## src/sum_kernel_defs.svh

```systemverilog
// widths, buffer depths, response codes and settle window of the sum kernel
`ifndef SUM_KERNEL_DEFS_SVH
`define SUM_KERNEL_DEFS_SVH

// datapath widths
`define SK_VERTEX_BITS 32
`define SK_EDGE_BITS 32
`define SK_DATA_BITS 32
`define SK_CU_ID_BITS 8

// buffer sizes
`define SK_EDGE_FIFO_DEPTH 16
`define SK_WRITE_FIFO_DEPTH 16

// free entries still left when almost full rises
`define SK_ALFULL_MARGIN 4

// last count of the 16 cycle settle window
`define SK_SETTLE_CYCLES 4'd15

// write response codes
`define SK_RESP_DONE 2'b01
`define SK_RESP_NLOCK 2'b10

`endif

```

## src/sum_kernel_pkg.sv

```systemverilog
// types and bundles shared across the sum kernel compute unit
`include "sum_kernel_defs.svh"

package sum_kernel_pkg;

	typedef logic [`SK_VERTEX_BITS-1:0] vertex_count_t;
	typedef logic [`SK_EDGE_BITS-1:0] edge_index_t;
	typedef logic [`SK_DATA_BITS-1:0] value_t;
	typedef logic [`SK_CU_ID_BITS-1:0] cu_id_t;
	typedef logic [1:0] resp_code_t;

	// held by the host for the whole job
	typedef struct packed {
		logic valid;
		value_t value;
		edge_index_t out_degree;
	} vertex_job_t;

	typedef struct packed {
		logic valid;
		edge_index_t index;
		value_t value;
	} edge_data_t;

	// one write toward the shared bus
	typedef struct packed {
		logic valid;
		edge_index_t index;
		cu_id_t cu_id;
		value_t data;
	} edge_write_t;

	typedef struct packed {
		logic valid;
		resp_code_t code;
		edge_index_t index;
		value_t data;
	} write_resp_t;

	typedef struct packed {
		logic full;
		logic alfull;
		logic empty;
		logic valid;
	} buffer_status_t;

endpackage

```

## src/cu_sum_kernel.sv

```systemverilog
// compute unit top joining the edge input buffer and the kernel control
`include "sum_kernel_defs.svh"

module cu_sum_kernel #(
	parameter sum_kernel_pkg::cu_id_t CU_ID = '0
) (
	input  logic                           clock,
	input  logic                           rstn,
	input  logic                           enabled_in,
	input  sum_kernel_pkg::vertex_job_t    vertex_job,
	input  sum_kernel_pkg::edge_data_t     edge_in,
	input  sum_kernel_pkg::buffer_status_t write_buffer_status,
	input  logic                           write_grant,
	input  sum_kernel_pkg::write_resp_t    write_resp,
	output logic                           edge_full,
	output logic                           write_request,
	output sum_kernel_pkg::edge_write_t    edge_write_out,
	output sum_kernel_pkg::edge_index_t    edge_response_count,
	output sum_kernel_pkg::vertex_count_t  vertex_count,
	output sum_kernel_pkg::edge_index_t    vertex_edge_total
);

	import sum_kernel_pkg::*;

	buffer_status_t edge_fifo_status;
	edge_data_t     edge_data;
	logic           edge_request;

	assign edge_full = edge_fifo_status.full;

	// host pushes on every valid edge item
	sync_fifo #(
		.WIDTH($bits(edge_data_t)),
		.DEPTH(`SK_EDGE_FIFO_DEPTH)
	) i_edge_fifo (
		.clock   (clock),
		.rstn    (rstn),
		.push    (edge_in.valid),
		.data_in (edge_in),
		.pop     (edge_request),
		.data_out(edge_data),
		.full    (edge_fifo_status.full),
		.alfull  (edge_fifo_status.alfull),
		.empty   (edge_fifo_status.empty),
		.valid   (edge_fifo_status.valid)
	);

	sum_kernel_control #(.CU_ID(CU_ID)) i_control (
		.clock              (clock),
		.rstn               (rstn),
		.enabled_in         (enabled_in),
		.vertex_job         (vertex_job),
		.write_resp         (write_resp),
		.write_buffer_status(write_buffer_status),
		.edge_fifo_status   (edge_fifo_status),
		.edge_data          (edge_data),
		.write_grant        (write_grant),
		.edge_request       (edge_request),
		.write_request      (write_request),
		.edge_write_out     (edge_write_out),
		.edge_response_count(edge_response_count),
		.vertex_count       (vertex_count),
		.vertex_edge_total  (vertex_edge_total)
	);

endmodule

```

## src/nlock_retry_queue.sv

```systemverilog
// holds writes refused with a lock response until they can be issued again
`include "sum_kernel_defs.svh"

module nlock_retry_queue #(
	parameter sum_kernel_pkg::cu_id_t CU_ID = '0
) (
	input  logic                        clock,
	input  logic                        rstn,
	input  sum_kernel_pkg::write_resp_t write_resp,
	input  logic                        retry_take,
	output sum_kernel_pkg::edge_write_t retry_out,
	output logic                        retry_pending
);

	import sum_kernel_pkg::*;

	edge_write_t nlock_latched;

	// rebuild the refused write from the response
	always_ff @(posedge clock or negedge rstn) begin
		if (!rstn) begin
			nlock_latched <= '0;
		end else if (write_resp.valid && write_resp.code == `SK_RESP_NLOCK) begin
			nlock_latched.valid <= 1'b1;
			nlock_latched.index <= write_resp.index;
			nlock_latched.cu_id <= CU_ID;
			nlock_latched.data  <= write_resp.data;
		end else begin
			nlock_latched <= '0;
		end
	end

	// head is offered while pending, retry_take pops it
	sync_fifo #(
		.WIDTH($bits(edge_write_t)),
		.DEPTH(`SK_WRITE_FIFO_DEPTH)
	) i_retry_fifo (
		.clock   (clock),
		.rstn    (rstn),
		.push    (nlock_latched.valid),
		.data_in (nlock_latched),
		.pop     (retry_take),
		.data_out(retry_out),
		.full    (),
		.alfull  (),
		.empty   (),
		.valid   (retry_pending)
	);

endmodule

```

## src/sum_edge_combine.sv

```systemverilog
// three stage pipeline adding the vertex value to each edge value
module sum_edge_combine #(
	parameter sum_kernel_pkg::cu_id_t CU_ID = '0
) (
	input  logic                        clock,
	input  logic                        rstn,
	input  logic                        enabled,
	input  sum_kernel_pkg::vertex_job_t vertex_job,
	input  sum_kernel_pkg::edge_data_t  edge_data,
	output sum_kernel_pkg::edge_write_t sum_out
);

	import sum_kernel_pkg::*;

	vertex_job_t job_latched;
	edge_data_t  edge_latched;
	logic        operand_valid;
	value_t      operand_a;
	value_t      operand_b;
	edge_index_t dest_index;

	//////////////////////////////
	// stage 1 latch job and edge
	//////////////////////////////

	always_ff @(posedge clock or negedge rstn) begin
		if (!rstn) begin
			job_latched  <= '0;
			edge_latched <= '0;
		end else if (enabled) begin
			job_latched <= vertex_job;
			if (edge_data.valid) begin
				edge_latched <= edge_data;
			end else begin
				edge_latched <= '0;
			end
		end
	end

	//////////////////////////////
	// stage 2 operands
	//////////////////////////////

	always_ff @(posedge clock or negedge rstn) begin
		if (!rstn) begin
			operand_valid <= 1'b0;
		end else if (enabled) begin
			operand_valid <= edge_latched.valid;
		end
	end

	always_ff @(posedge clock) begin
		if (enabled && edge_latched.valid) begin
			operand_a  <= job_latched.value;
			operand_b  <= edge_latched.value;
			dest_index <= edge_latched.index;
		end
	end

	//////////////////////////////
	// stage 3 tagged sum
	//////////////////////////////

	always_ff @(posedge clock or negedge rstn) begin
		if (!rstn) begin
			sum_out <= '0;
		end else if (enabled) begin
			sum_out.valid <= operand_valid;
			sum_out.index <= dest_index;
			sum_out.cu_id <= CU_ID;
			sum_out.data  <= operand_a + operand_b;
		end else begin
			// frozen stages keep their items for later
			sum_out <= '0;
		end
	end

endmodule

```

## src/sum_kernel_control.sv

```systemverilog
// kernel control merging sums and retries into the write buffer and keeping counts
`include "sum_kernel_defs.svh"

module sum_kernel_control #(
	parameter sum_kernel_pkg::cu_id_t CU_ID = '0
) (
	input  logic                           clock,
	input  logic                           rstn,
	input  logic                           enabled_in,
	input  sum_kernel_pkg::vertex_job_t    vertex_job,
	input  sum_kernel_pkg::write_resp_t    write_resp,
	input  sum_kernel_pkg::buffer_status_t write_buffer_status,
	input  sum_kernel_pkg::buffer_status_t edge_fifo_status,
	input  sum_kernel_pkg::edge_data_t     edge_data,
	input  logic                           write_grant,
	output logic                           edge_request,
	output logic                           write_request,
	output sum_kernel_pkg::edge_write_t    edge_write_out,
	output sum_kernel_pkg::edge_index_t    edge_response_count,
	output sum_kernel_pkg::vertex_count_t  vertex_count,
	output sum_kernel_pkg::edge_index_t    vertex_edge_total
);

	import sum_kernel_pkg::*;

	localparam int LEVEL_BITS = $clog2(`SK_WRITE_FIFO_DEPTH) + 2;
	localparam logic [LEVEL_BITS-1:0] LEVEL_LIMIT =
		LEVEL_BITS'(`SK_WRITE_FIFO_DEPTH - `SK_ALFULL_MARGIN);

	logic                  enabled;
	vertex_job_t           vertex_job_latched;
	write_resp_t           write_resp_latched;
	buffer_status_t        edge_status_latched;
	edge_data_t            edge_popped;
	edge_write_t           sum_out;
	edge_write_t           retry_out;
	logic                  retry_pending;
	logic                  retry_take;
	edge_write_t           write_issue;
	edge_write_t           write_head;
	buffer_status_t        write_fifo_status;
	logic                  write_grant_latched;
	logic                  write_pop;
	logic [LEVEL_BITS-1:0] write_level;
	logic [LEVEL_BITS-1:0] write_level_next;
	logic                  edge_done;
	logic                  new_vertex;
	edge_index_t           vertex_edge_count;
	logic [3:0]            settle_count;

	//////////////////////////////
	// enable and input latches
	//////////////////////////////

	always_ff @(posedge clock or negedge rstn) begin
		if (!rstn) begin
			enabled             <= 1'b0;
			vertex_job_latched  <= '0;
			write_resp_latched  <= '0;
			edge_status_latched <= '{full: 1'b0, alfull: 1'b0, empty: 1'b1, valid: 1'b0};
		end else begin
			enabled <= enabled_in;
			if (enabled) begin
				vertex_job_latched  <= vertex_job;
				write_resp_latched  <= write_resp;
				edge_status_latched <= edge_fifo_status;
			end
		end
	end

	// only a real pop from a non-empty edge fifo enters the pipeline
	always_comb begin
		edge_popped       = edge_data;
		edge_popped.valid = edge_data.valid && edge_request && edge_fifo_status.valid;
	end

	sum_edge_combine #(.CU_ID(CU_ID)) i_combine (
		.clock     (clock),
		.rstn      (rstn),
		.enabled   (enabled),
		.vertex_job(vertex_job),
		.edge_data (edge_popped),
		.sum_out   (sum_out)
	);

	nlock_retry_queue #(.CU_ID(CU_ID)) i_retry (
		.clock        (clock),
		.rstn         (rstn),
		.write_resp   (write_resp),
		.retry_take   (retry_take),
		.retry_out    (retry_out),
		.retry_pending(retry_pending)
	);

	//////////////////////////////
	// write issue and buffer
	//////////////////////////////

	// write level counts queued entries plus those still in the pipe
	assign write_pop        = write_grant_latched && write_fifo_status.valid;
	assign write_level_next = write_level + LEVEL_BITS'(edge_popped.valid)
		+ LEVEL_BITS'(retry_take) - LEVEL_BITS'(write_pop);

	// a fresh sum always wins the issue slot
	assign retry_take = retry_pending && !sum_out.valid && !(write_level > LEVEL_LIMIT);

	always_ff @(posedge clock or negedge rstn) begin
		if (!rstn) begin
			write_issue <= '0;
		end else begin
			write_issue <= retry_take ? retry_out : sum_out;
		end
	end

	sync_fifo #(
		.WIDTH($bits(edge_write_t)),
		.DEPTH(`SK_WRITE_FIFO_DEPTH)
	) i_write_fifo (
		.clock   (clock),
		.rstn    (rstn),
		.push    (write_issue.valid),
		.data_in (write_issue),
		.pop     (write_pop),
		.data_out(write_head),
		.full    (write_fifo_status.full),
		.alfull  (write_fifo_status.alfull),
		.empty   (write_fifo_status.empty),
		.valid   (write_fifo_status.valid)
	);

	// edge_request taken from enabled_in so a pop never meets a frozen pipeline
	always_ff @(posedge clock or negedge rstn) begin
		if (!rstn) begin
			write_level         <= '0;
			edge_request        <= 1'b0;
			write_request       <= 1'b0;
			write_grant_latched <= 1'b0;
			edge_write_out      <= '0;
		end else begin
			write_level         <= write_level_next;
			edge_request        <= enabled_in && !edge_status_latched.empty &&
				!(write_level_next > LEVEL_LIMIT);
			write_request       <= !write_fifo_status.empty && !write_buffer_status.alfull &&
				!retry_pending;
			write_grant_latched <= write_grant;
			edge_write_out      <= write_pop ? write_head : '0;
		end
	end

	//////////////////////////////
	// counters
	//////////////////////////////

	assign edge_done = write_resp_latched.valid && write_resp_latched.code != `SK_RESP_NLOCK;

	always_ff @(posedge clock or negedge rstn) begin
		if (!rstn) begin
			edge_response_count <= '0;
			vertex_count        <= '0;
			new_vertex          <= 1'b0;
			vertex_edge_count   <= '0;
			vertex_edge_total   <= '0;
			settle_count        <= '0;
		end else if (enabled) begin
			if (edge_done) begin
				edge_response_count <= edge_response_count + 1'b1;
			end
			// one count per rise of the job valid
			if (vertex_job_latched.valid && !new_vertex) begin
				new_vertex   <= 1'b1;
				vertex_count <= vertex_count + 1'b1;
			end else if (!vertex_job_latched.valid) begin
				new_vertex <= 1'b0;
			end
			if (vertex_job_latched.valid) begin
				if (vertex_edge_count == vertex_job_latched.out_degree) begin
					// publish once the count has held for the settle window
					if (settle_count == `SK_SETTLE_CYCLES) begin
						vertex_edge_total <= vertex_edge_count;
						vertex_edge_count <= '0;
						settle_count      <= '0;
					end else begin
						settle_count <= settle_count + 1'b1;
					end
				end else begin
					settle_count <= '0;
					if (edge_done) begin
						vertex_edge_count <= vertex_edge_count + 1'b1;
					end
				end
			end
		end
	end

endmodule

```

## src/sync_fifo.sv

```systemverilog
// synchronous fifo with the head entry always visible on the output
`include "sum_kernel_defs.svh"

module sync_fifo #(
	parameter int WIDTH = 32,
	parameter int DEPTH = 16
) (
	input  logic             clock,
	input  logic             rstn,
	input  logic             push,
	input  logic [WIDTH-1:0] data_in,
	input  logic             pop,
	output logic [WIDTH-1:0] data_out,
	output logic             full,
	output logic             alfull,
	output logic             empty,
	output logic             valid
);

	localparam int PTR_BITS = (DEPTH > 1) ? $clog2(DEPTH) : 1;
	localparam int CNT_BITS = $clog2(DEPTH + 1);

	logic [WIDTH-1:0]    mem [DEPTH];
	logic [PTR_BITS-1:0] wr_ptr;
	logic [PTR_BITS-1:0] rd_ptr;
	logic [CNT_BITS-1:0] count;
	logic                do_push;
	logic                do_pop;

	// pushes into a full fifo and pops from an empty one are dropped
	assign do_push = push && !full;
	assign do_pop  = pop && !empty;

	always_ff @(posedge clock or negedge rstn) begin
		if (!rstn) begin
			wr_ptr <= '0;
			rd_ptr <= '0;
			count  <= '0;
		end else begin
			if (do_push) begin
				wr_ptr <= (wr_ptr == PTR_BITS'(DEPTH - 1)) ? '0 : wr_ptr + 1'b1;
			end
			if (do_pop) begin
				rd_ptr <= (rd_ptr == PTR_BITS'(DEPTH - 1)) ? '0 : rd_ptr + 1'b1;
			end
			count <= count + CNT_BITS'(do_push) - CNT_BITS'(do_pop);
		end
	end

	always_ff @(posedge clock) begin
		if (do_push) begin
			mem[wr_ptr] <= data_in;
		end
	end

	assign data_out = mem[rd_ptr];
	assign full     = (count == CNT_BITS'(DEPTH));
	// fewer than the margin left free
	assign alfull   = (count > CNT_BITS'(DEPTH - `SK_ALFULL_MARGIN));
	assign empty    = (count == '0);
	assign valid    = !empty;

endmodule

```

## config.mk

```make
export PLATFORM = sky130hd
export DESIGN_NAME = cu_sum_kernel
export DESIGN_NICKNAME = d
export VERILOG_FILES = /design/src/sum_kernel_pkg.sv /design/src/cu_sum_kernel.sv /design/src/nlock_retry_queue.sv /design/src/sum_edge_combine.sv /design/src/sum_kernel_control.sv /design/src/sync_fifo.sv
export VERILOG_INCLUDE_DIRS = /design/src
export SDC_FILE = /design/constraint.sdc
export NUM_CORES = 2
export LEC_CHECK = 0
export BUFFER_PORTS_ARGS = -buffer_cell sky130_fd_sc_hd__buf_2
export CORE_MARGIN = 3
export CORE_UTILIZATION = 40
export CTS_BUF_LIST = sky130_fd_sc_hd__clkbuf_4
export DETAILED_ROUTE_END_ITERATION = 6
export HOLD_SLACK_MARGIN = 0.02
export PLACE_DENSITY_LB_ADDON = 0.15
export RECOVER_POWER = 50
export SLEW_MARGIN = 20
export SYNTH_ARGS = -nofsm -noshare
export SYNTH_HDL_FRONTEND = slang
export SYNTH_SLANG_ARGS = --single-unit
```

## constraint.sdc

```tcl
create_clock -name clock -period 8.4 [get_ports clock]
set_input_delay 0.42 -clock clock [delete_from_list [all_inputs] [get_ports clock]]
set_output_delay 0.42 -clock clock [all_outputs]
set_load 0.03 [all_outputs]
```

After elaboration in Yosys (flattened, before gate mapping)
Memory sizes are Yosys's and may differ from the RTL's.
Cells that the tools add are included.
Cells by class
  add/sub/neg operators: 20
  $lt $le $gt $ge: 2
  eq/ne operators: 15
  multiplexer cells: 24
  reduce and logical (&&, ||, !) cells: 41
Operator list (count)
  $mux W73: 4
  $add A32 B1 Y32 const B: 3
  $mux W32: 3
  $mux W65: 1
  $add A32 B32 Y32: 1
  $eq A32 B32 Y1: 1
  $mux W4: 8
  $add A4 B1 Y4 const B: 7
  $eq A4 B4 Y1 const B: 7
  $logic_and A1 B1 Y1: 19
  $add A5 B1 Y5: 3
  $eq A5 B5 Y1 const B: 3
  $logic_not A5 Y1: 3
  $sub A5 B1 Y5: 3
  $add A6 B1 Y6: 2
  $gt A6 B4 Y1 const B: 2
  $logic_not A1 Y1: 12
  $mux W1: 8
  $reduce_and A2 Y1: 4
  $reduce_and A4 Y1: 2
  $ne A2 B2 Y1 const B: 3
  $sub A6 B1 Y6: 1
  $eq A2 B2 Y1 const B: 1
  $reduce_bool A2 Y1: 1
Word-level totals
  flip-flop bits (word level): 705
  RAM bits: 3376
  input bits: 205
  output and inout port bits: 171
  logic and storage cells: 154
  memories kept: 3
Memory list
  i_control.i_retry.i_retry_fifo.mem: words 16, bits a word 73, rd ports 1, clocked after memory_dff 0, write ports 1, RTL line sync_fifo.sv:23  | logic [WIDTH-1:0] mem [DEPTH];
  i_control.i_write_fifo.mem: words 16, bits a word 73, rd ports 1, clocked after memory_dff 0, write ports 1, RTL line sync_fifo.sv:23
  i_edge_fifo.mem: words 16, bits a word 65, rd ports 1, clocked after memory_dff 0, write ports 1, RTL line sync_fifo.sv:23

Longest topological paths before layout
  depth in word-level cells: 9
  mapped depth: 17
  depth with buffers taken out: 16

Cells and area by module
Synthesis repeated with hierarchy kept, for this count alone.
Unflattened totals
  cell total of the unflattened synthesis: 7830
  area, all modules: 157607.4 µm²
By module, submodules not included
  sync_fifo at i_control.i_write_fifo: times used 1, cells each 2042, area an instance 45358.5 µm², seq. area each 35399.0 µm²
  sync_fifo at i_control.i_retry.i_retry_fifo: times used 1, cells each 2042, area an instance 45356.0 µm², seq. area each 35399.0 µm²
  sync_fifo at i_edge_fifo: times used 1, cells each 1831, area an instance 40651.5 µm², seq. area each 31555.3 µm²
  sum_kernel_control: times used 1, cells each 1065, area an instance 13659.4 µm², seq. area each 8159.1 µm²
  sum_edge_combine: times used 1, cells each 698, area an instance 10157.2 µm², seq. area each 6961.7 µm²
  nlock_retry_queue: times used 1, cells each 152, area an instance 2424.8 µm², seq. area each 1626.6 µm²

Least setup slack after synthesis
Ideal clock, no wire load.
  kind: register -> register
  start: register i_edge_fifo.count[2]
  end: memory i_edge_fifo.mem[7][0] (netlist bit) (enable)
  setup time: 0.581 ns
  arrival: 6.117 ns
  data required time: 7.819 ns
  slack: 1.702 ns
  stages on the path, launching flop included: 8
  buffers on the path: 1
  clock period less this slack: 6.698 ns
  cell sequence: dfrtp_1 inv_1 ha_1 and4_1 nor2b_1 clkbuf_1 nand2_1 nor3b_1
Between the ends
  cells in the longest elaborated chain, start to end: 5
Ends and longest elaborated chain
  start: declaration: RTL line sync_fifo.sv:26  | logic [CNT_BITS-1:0] count;
  start signal: assignment: RTL line sync_fifo.sv:46  | count <= count + CNT_BITS'(do_push) - CNT_BITS'(do_pop);
  $eq A5 B5 Y1: RTL line sync_fifo.sv:57  | assign full = (count == CNT_BITS'(DEPTH));
  named net edge_full: RTL line cu_sum_kernel.sv:15  | output logic edge_full,
  $logic_not A1 Y1: RTL line sync_fifo.sv:31  | assign do_push = push && !full;
  $logic_and A1 B1 Y1: RTL line sync_fifo.sv:31
  $mux W1: RTL line sync_fifo.sv:51  | if (do_push) begin
  $mux W1 (implied by the code): RTL line sync_fifo.sv:52  | mem[wr_ptr] <= data_in;
  end: declaration: RTL line sync_fifo.sv:23
The timed path passes the listed nets, and every way through them passes these cells.

==> results.yml <==
sta:
  tightest_slew_ns: 4.27
  fin_crit_sh_pct: 72.1
  rsz0062_at_grt: "no"
  max_slew_margin_pct: -185
  hold_viol: 0
  drv_slew: 604
  fin_hold_ws_ns: 0.276
  finalSetupTns_ns: 0
  max_freq_ghz: 0.165
  min_period_ns: 6.05
  setup_violations: 0
  fin_skew_ns: 0.133
floorplanning:
  dieArea_sq_mm: 0.369
  start_util_pct: 40.2
  rows: 220
  die_width_um: 607
  fp.dieH_um: 607
  core-area_sq_mm: 0.359
  ioPinCount: 376
critical_path:
  critPathMaxFanout: 127
  crit_arrival_ns: 7.54
  cp-end-kind: "flip-flop"
  critPathLaunchType: "flip-flop"
  required_ns: 9.88
  crit_type: "flip-flop to flip-flop"
route:
  first_pass_iters: 6
  routedWlPerCell_um: 27.2
  num_vias: 72600
  drc: 0
  antenna_left: 0
  viasPerCell: 5.26
  routed_wl_um: 375000
  drt-initial-drc-count: 5645
final_layout:
  final_cells: 13800
  multi_input_area_sq_mm: 0.0321
  seqCellArea_sq_mm: 0.111
  drive_gt1_share_pct: 36.1
  syn_to_final_growth_pct: 17.6
  nets: 8457
  final_cell_mix: "3216 x edfxtp_1, 1487 x clkbuf_4, 974 x mux4_2, 564 x dfrtp_1, 507 x dlygate4sd3_1"
  num-fill-cells: 30700
  mostFrequentLayoutCell: "edfxtp_1"
  final_util_pct: 47.3
clocking:
  cts-root-buf: "clkbuf_4"
  clkSinkCount: 3793
  htree_levels: 6
  cts_resized: 0
  path_clk_slew_ns: 0.07
  clk_latency_ns: 1.63
  numCtsBuffers: 964
  cts_tree: "built"
  ctsLongestPathBuffers: 4
  post-cts-setup-buffers: 0
synthesis:
  synth-simple-area-share_pct: 2.57
  synth_area_sq_mm: 0.145
  synth_adder_area_share_pct: 0.741
  synth_top_family_by_area: "multiplexers"
  ys_warn_count: 0
  synth_seq_cells: 3793
  netlist_instances: 6557
  synth_compound_area_share_pct: 1.29
  async_reset_ff_share_pct: 15.2
  synth_seq_area_share_pct: 76.8
  ys_types: 74
  synth-xor-area-share_pct: 0.830
  synth_area_per_cell_sq_um: 22.0
  synth_enable_flop_cells: 3216
  synthMuxAreaShare_pct: 16.6
  synthFlopType: "edfxtp_1"
job:
  cap_viol_max_count: 11
placement:
  place.gp.congestion: 0.790
  dp_hpwl_um: 199000
  dp_cells: 11500
  io_buffers: 364
global_routing:
  grt_pass1_vias: 77400
  gr-total-overflow: 0
  antenna_found_initial: 57
  grtUsageTotal_pct: 20.3
  grt_max_degree: 152
  grt_pass1_wl_um: 539000
status:
  violations: "capacitance limit, slew limit"
  outcome: "finished, violations left"
power_and_ir_drop:
  p_leak_nw: 59.1
  powerDensity_mw_per_mm2: 307
  total_power_mw: 52.2
  peakVddDrop_uv: 276
min_path:
  hold_path.class: "input port to flip-flop"
[cells by family after synthesis]
family / Yosys count
other: 1
buffers and inverters: 396
xor gates and xnor gates: 137
muxes: 1160
AOI/OAI and AO/OA: 279
and+or+nand+nor: 709
adders and majority gates: 82
DFF: 3793
[metrics by stage]
| stage | instance area [sq um] | setup WS, ns |
|---|---|---|
| final | 170000 | 2.35 |
| after global routing | 170000 | 1.79 |
| after detailed placement | 152000 | 3.54 |
| after CTS | 170000 | 3.49 |
| after global placement | 152000 | 3.43 |
| after floorplan | 145000 | 1.70 |
[sequential cells by signal, indices dropped and copies added (netlist names), 6 cells and up]
register,flops
i_control.i_retry.i_retry_fifo.mem,1040
i_control.i_write_fifo.mem,1040
i_edge_fifo.mem,1040
i_control.edge_write_out,65
i_control.i_combine.edge_latched,65
i_control.i_combine.sum_out,65
i_control.i_retry.nlock_latched,65
i_control.write_issue,65
i_control.vertex_job_latched,33
i_control.edge_response_count,32
i_control.i_combine.dest_index,32
i_control.i_combine.job_latched,32
i_control.i_combine.operand_a,32
i_control.i_combine.operand_b,32
i_control.vertex_count,32
i_control.vertex_edge_count,32
i_control.vertex_edge_total,32
i_control.write_level,6
[area by class of cell]
| class | count | share of cell area [%] |
|---|---|---|
| Clock inverter | 298 | 0.966 |
| Tap cell | 4773 | 3.51 |
| Sequential cell | 3793 | 65.3 |
| Timing Repair Buffer | 974 | 4.58 |
| Clock buffer | 1487 | 6.57 |
| Inverter | 62 | 0.138 |
| Multi-Input combinational cell | 2375 | 18.9 |
| Antenna cell | 26 | 0.0383 |
[Yosys cell counts, types with 72 or more instances]
library cell	number	area, sq um
nor2_1	88	330
mux2_2	171	1930
buf_2	85	425
xnor2_1	72	631
and2_1	144	901
nand2_1	189	709
mux4_2	974	21900
nor2b_1	75	469
ha_1	76	951
edfxtp_1	3216	96600
dfrtp_1	576	14400
clkbuf_1	210	788
[where the power goes]
part	switching, mW	total [mW]	internal, mW
Sequential	1.60	24.0	22.4
Combinational	6.41	12.3	5.93
Clock	7.54	15.8	8.30
Total	15.6	52.2	36.6
[worst max-delay path: stages (launching register included)]
cell and delay (ns):
dfrtp_1 2.23, clkbuf_2 2.49, nand2_1 0.72, o2bb2ai_1 0.35
[routing by layer]
layer  up-vias  track usage [%]  share of wire (%)
li1      30900                -                  -
met1     38900             26.4                 40
met2      2150             34.7                 52
met3       541             3.69                5.3
met4        26             6.14                2.5
met5         -                0              0.043
[what timing repair did]
item,CTS,global route
endpoints found under the setup margin,0,0
hold buffers,508,0
hold endpoints to repair,1936,0
[worst paths after layout]
| kind | startpoint | to | slack [ns] | cells past startpoint |
|---|---|---|---|---|
| max in group asynchronous | rstn | i_control.i_write_fifo.rd_ptr[0] | 2.86 | 5 |
| min | write_resp[64] | i_control.write_resp_latched[64] | 0.28 | 5 |
| max reg2reg | i_control.enabled | i_control.i_combine.edge_latched[13] | 2.35 | 3 |
| min reg2reg | i_control.i_combine.dest_index[7] | i_control.i_combine.sum_out[47] | 0.41 | 1 |
| max | i_control.enabled | i_control.i_combine.edge_latched[13] | 2.35 | 3 |
| min in group asynchronous | rstn | i_control.vertex_job_latched[20] | 1.40 | 5 |
(Power assumes the default switching activity.)
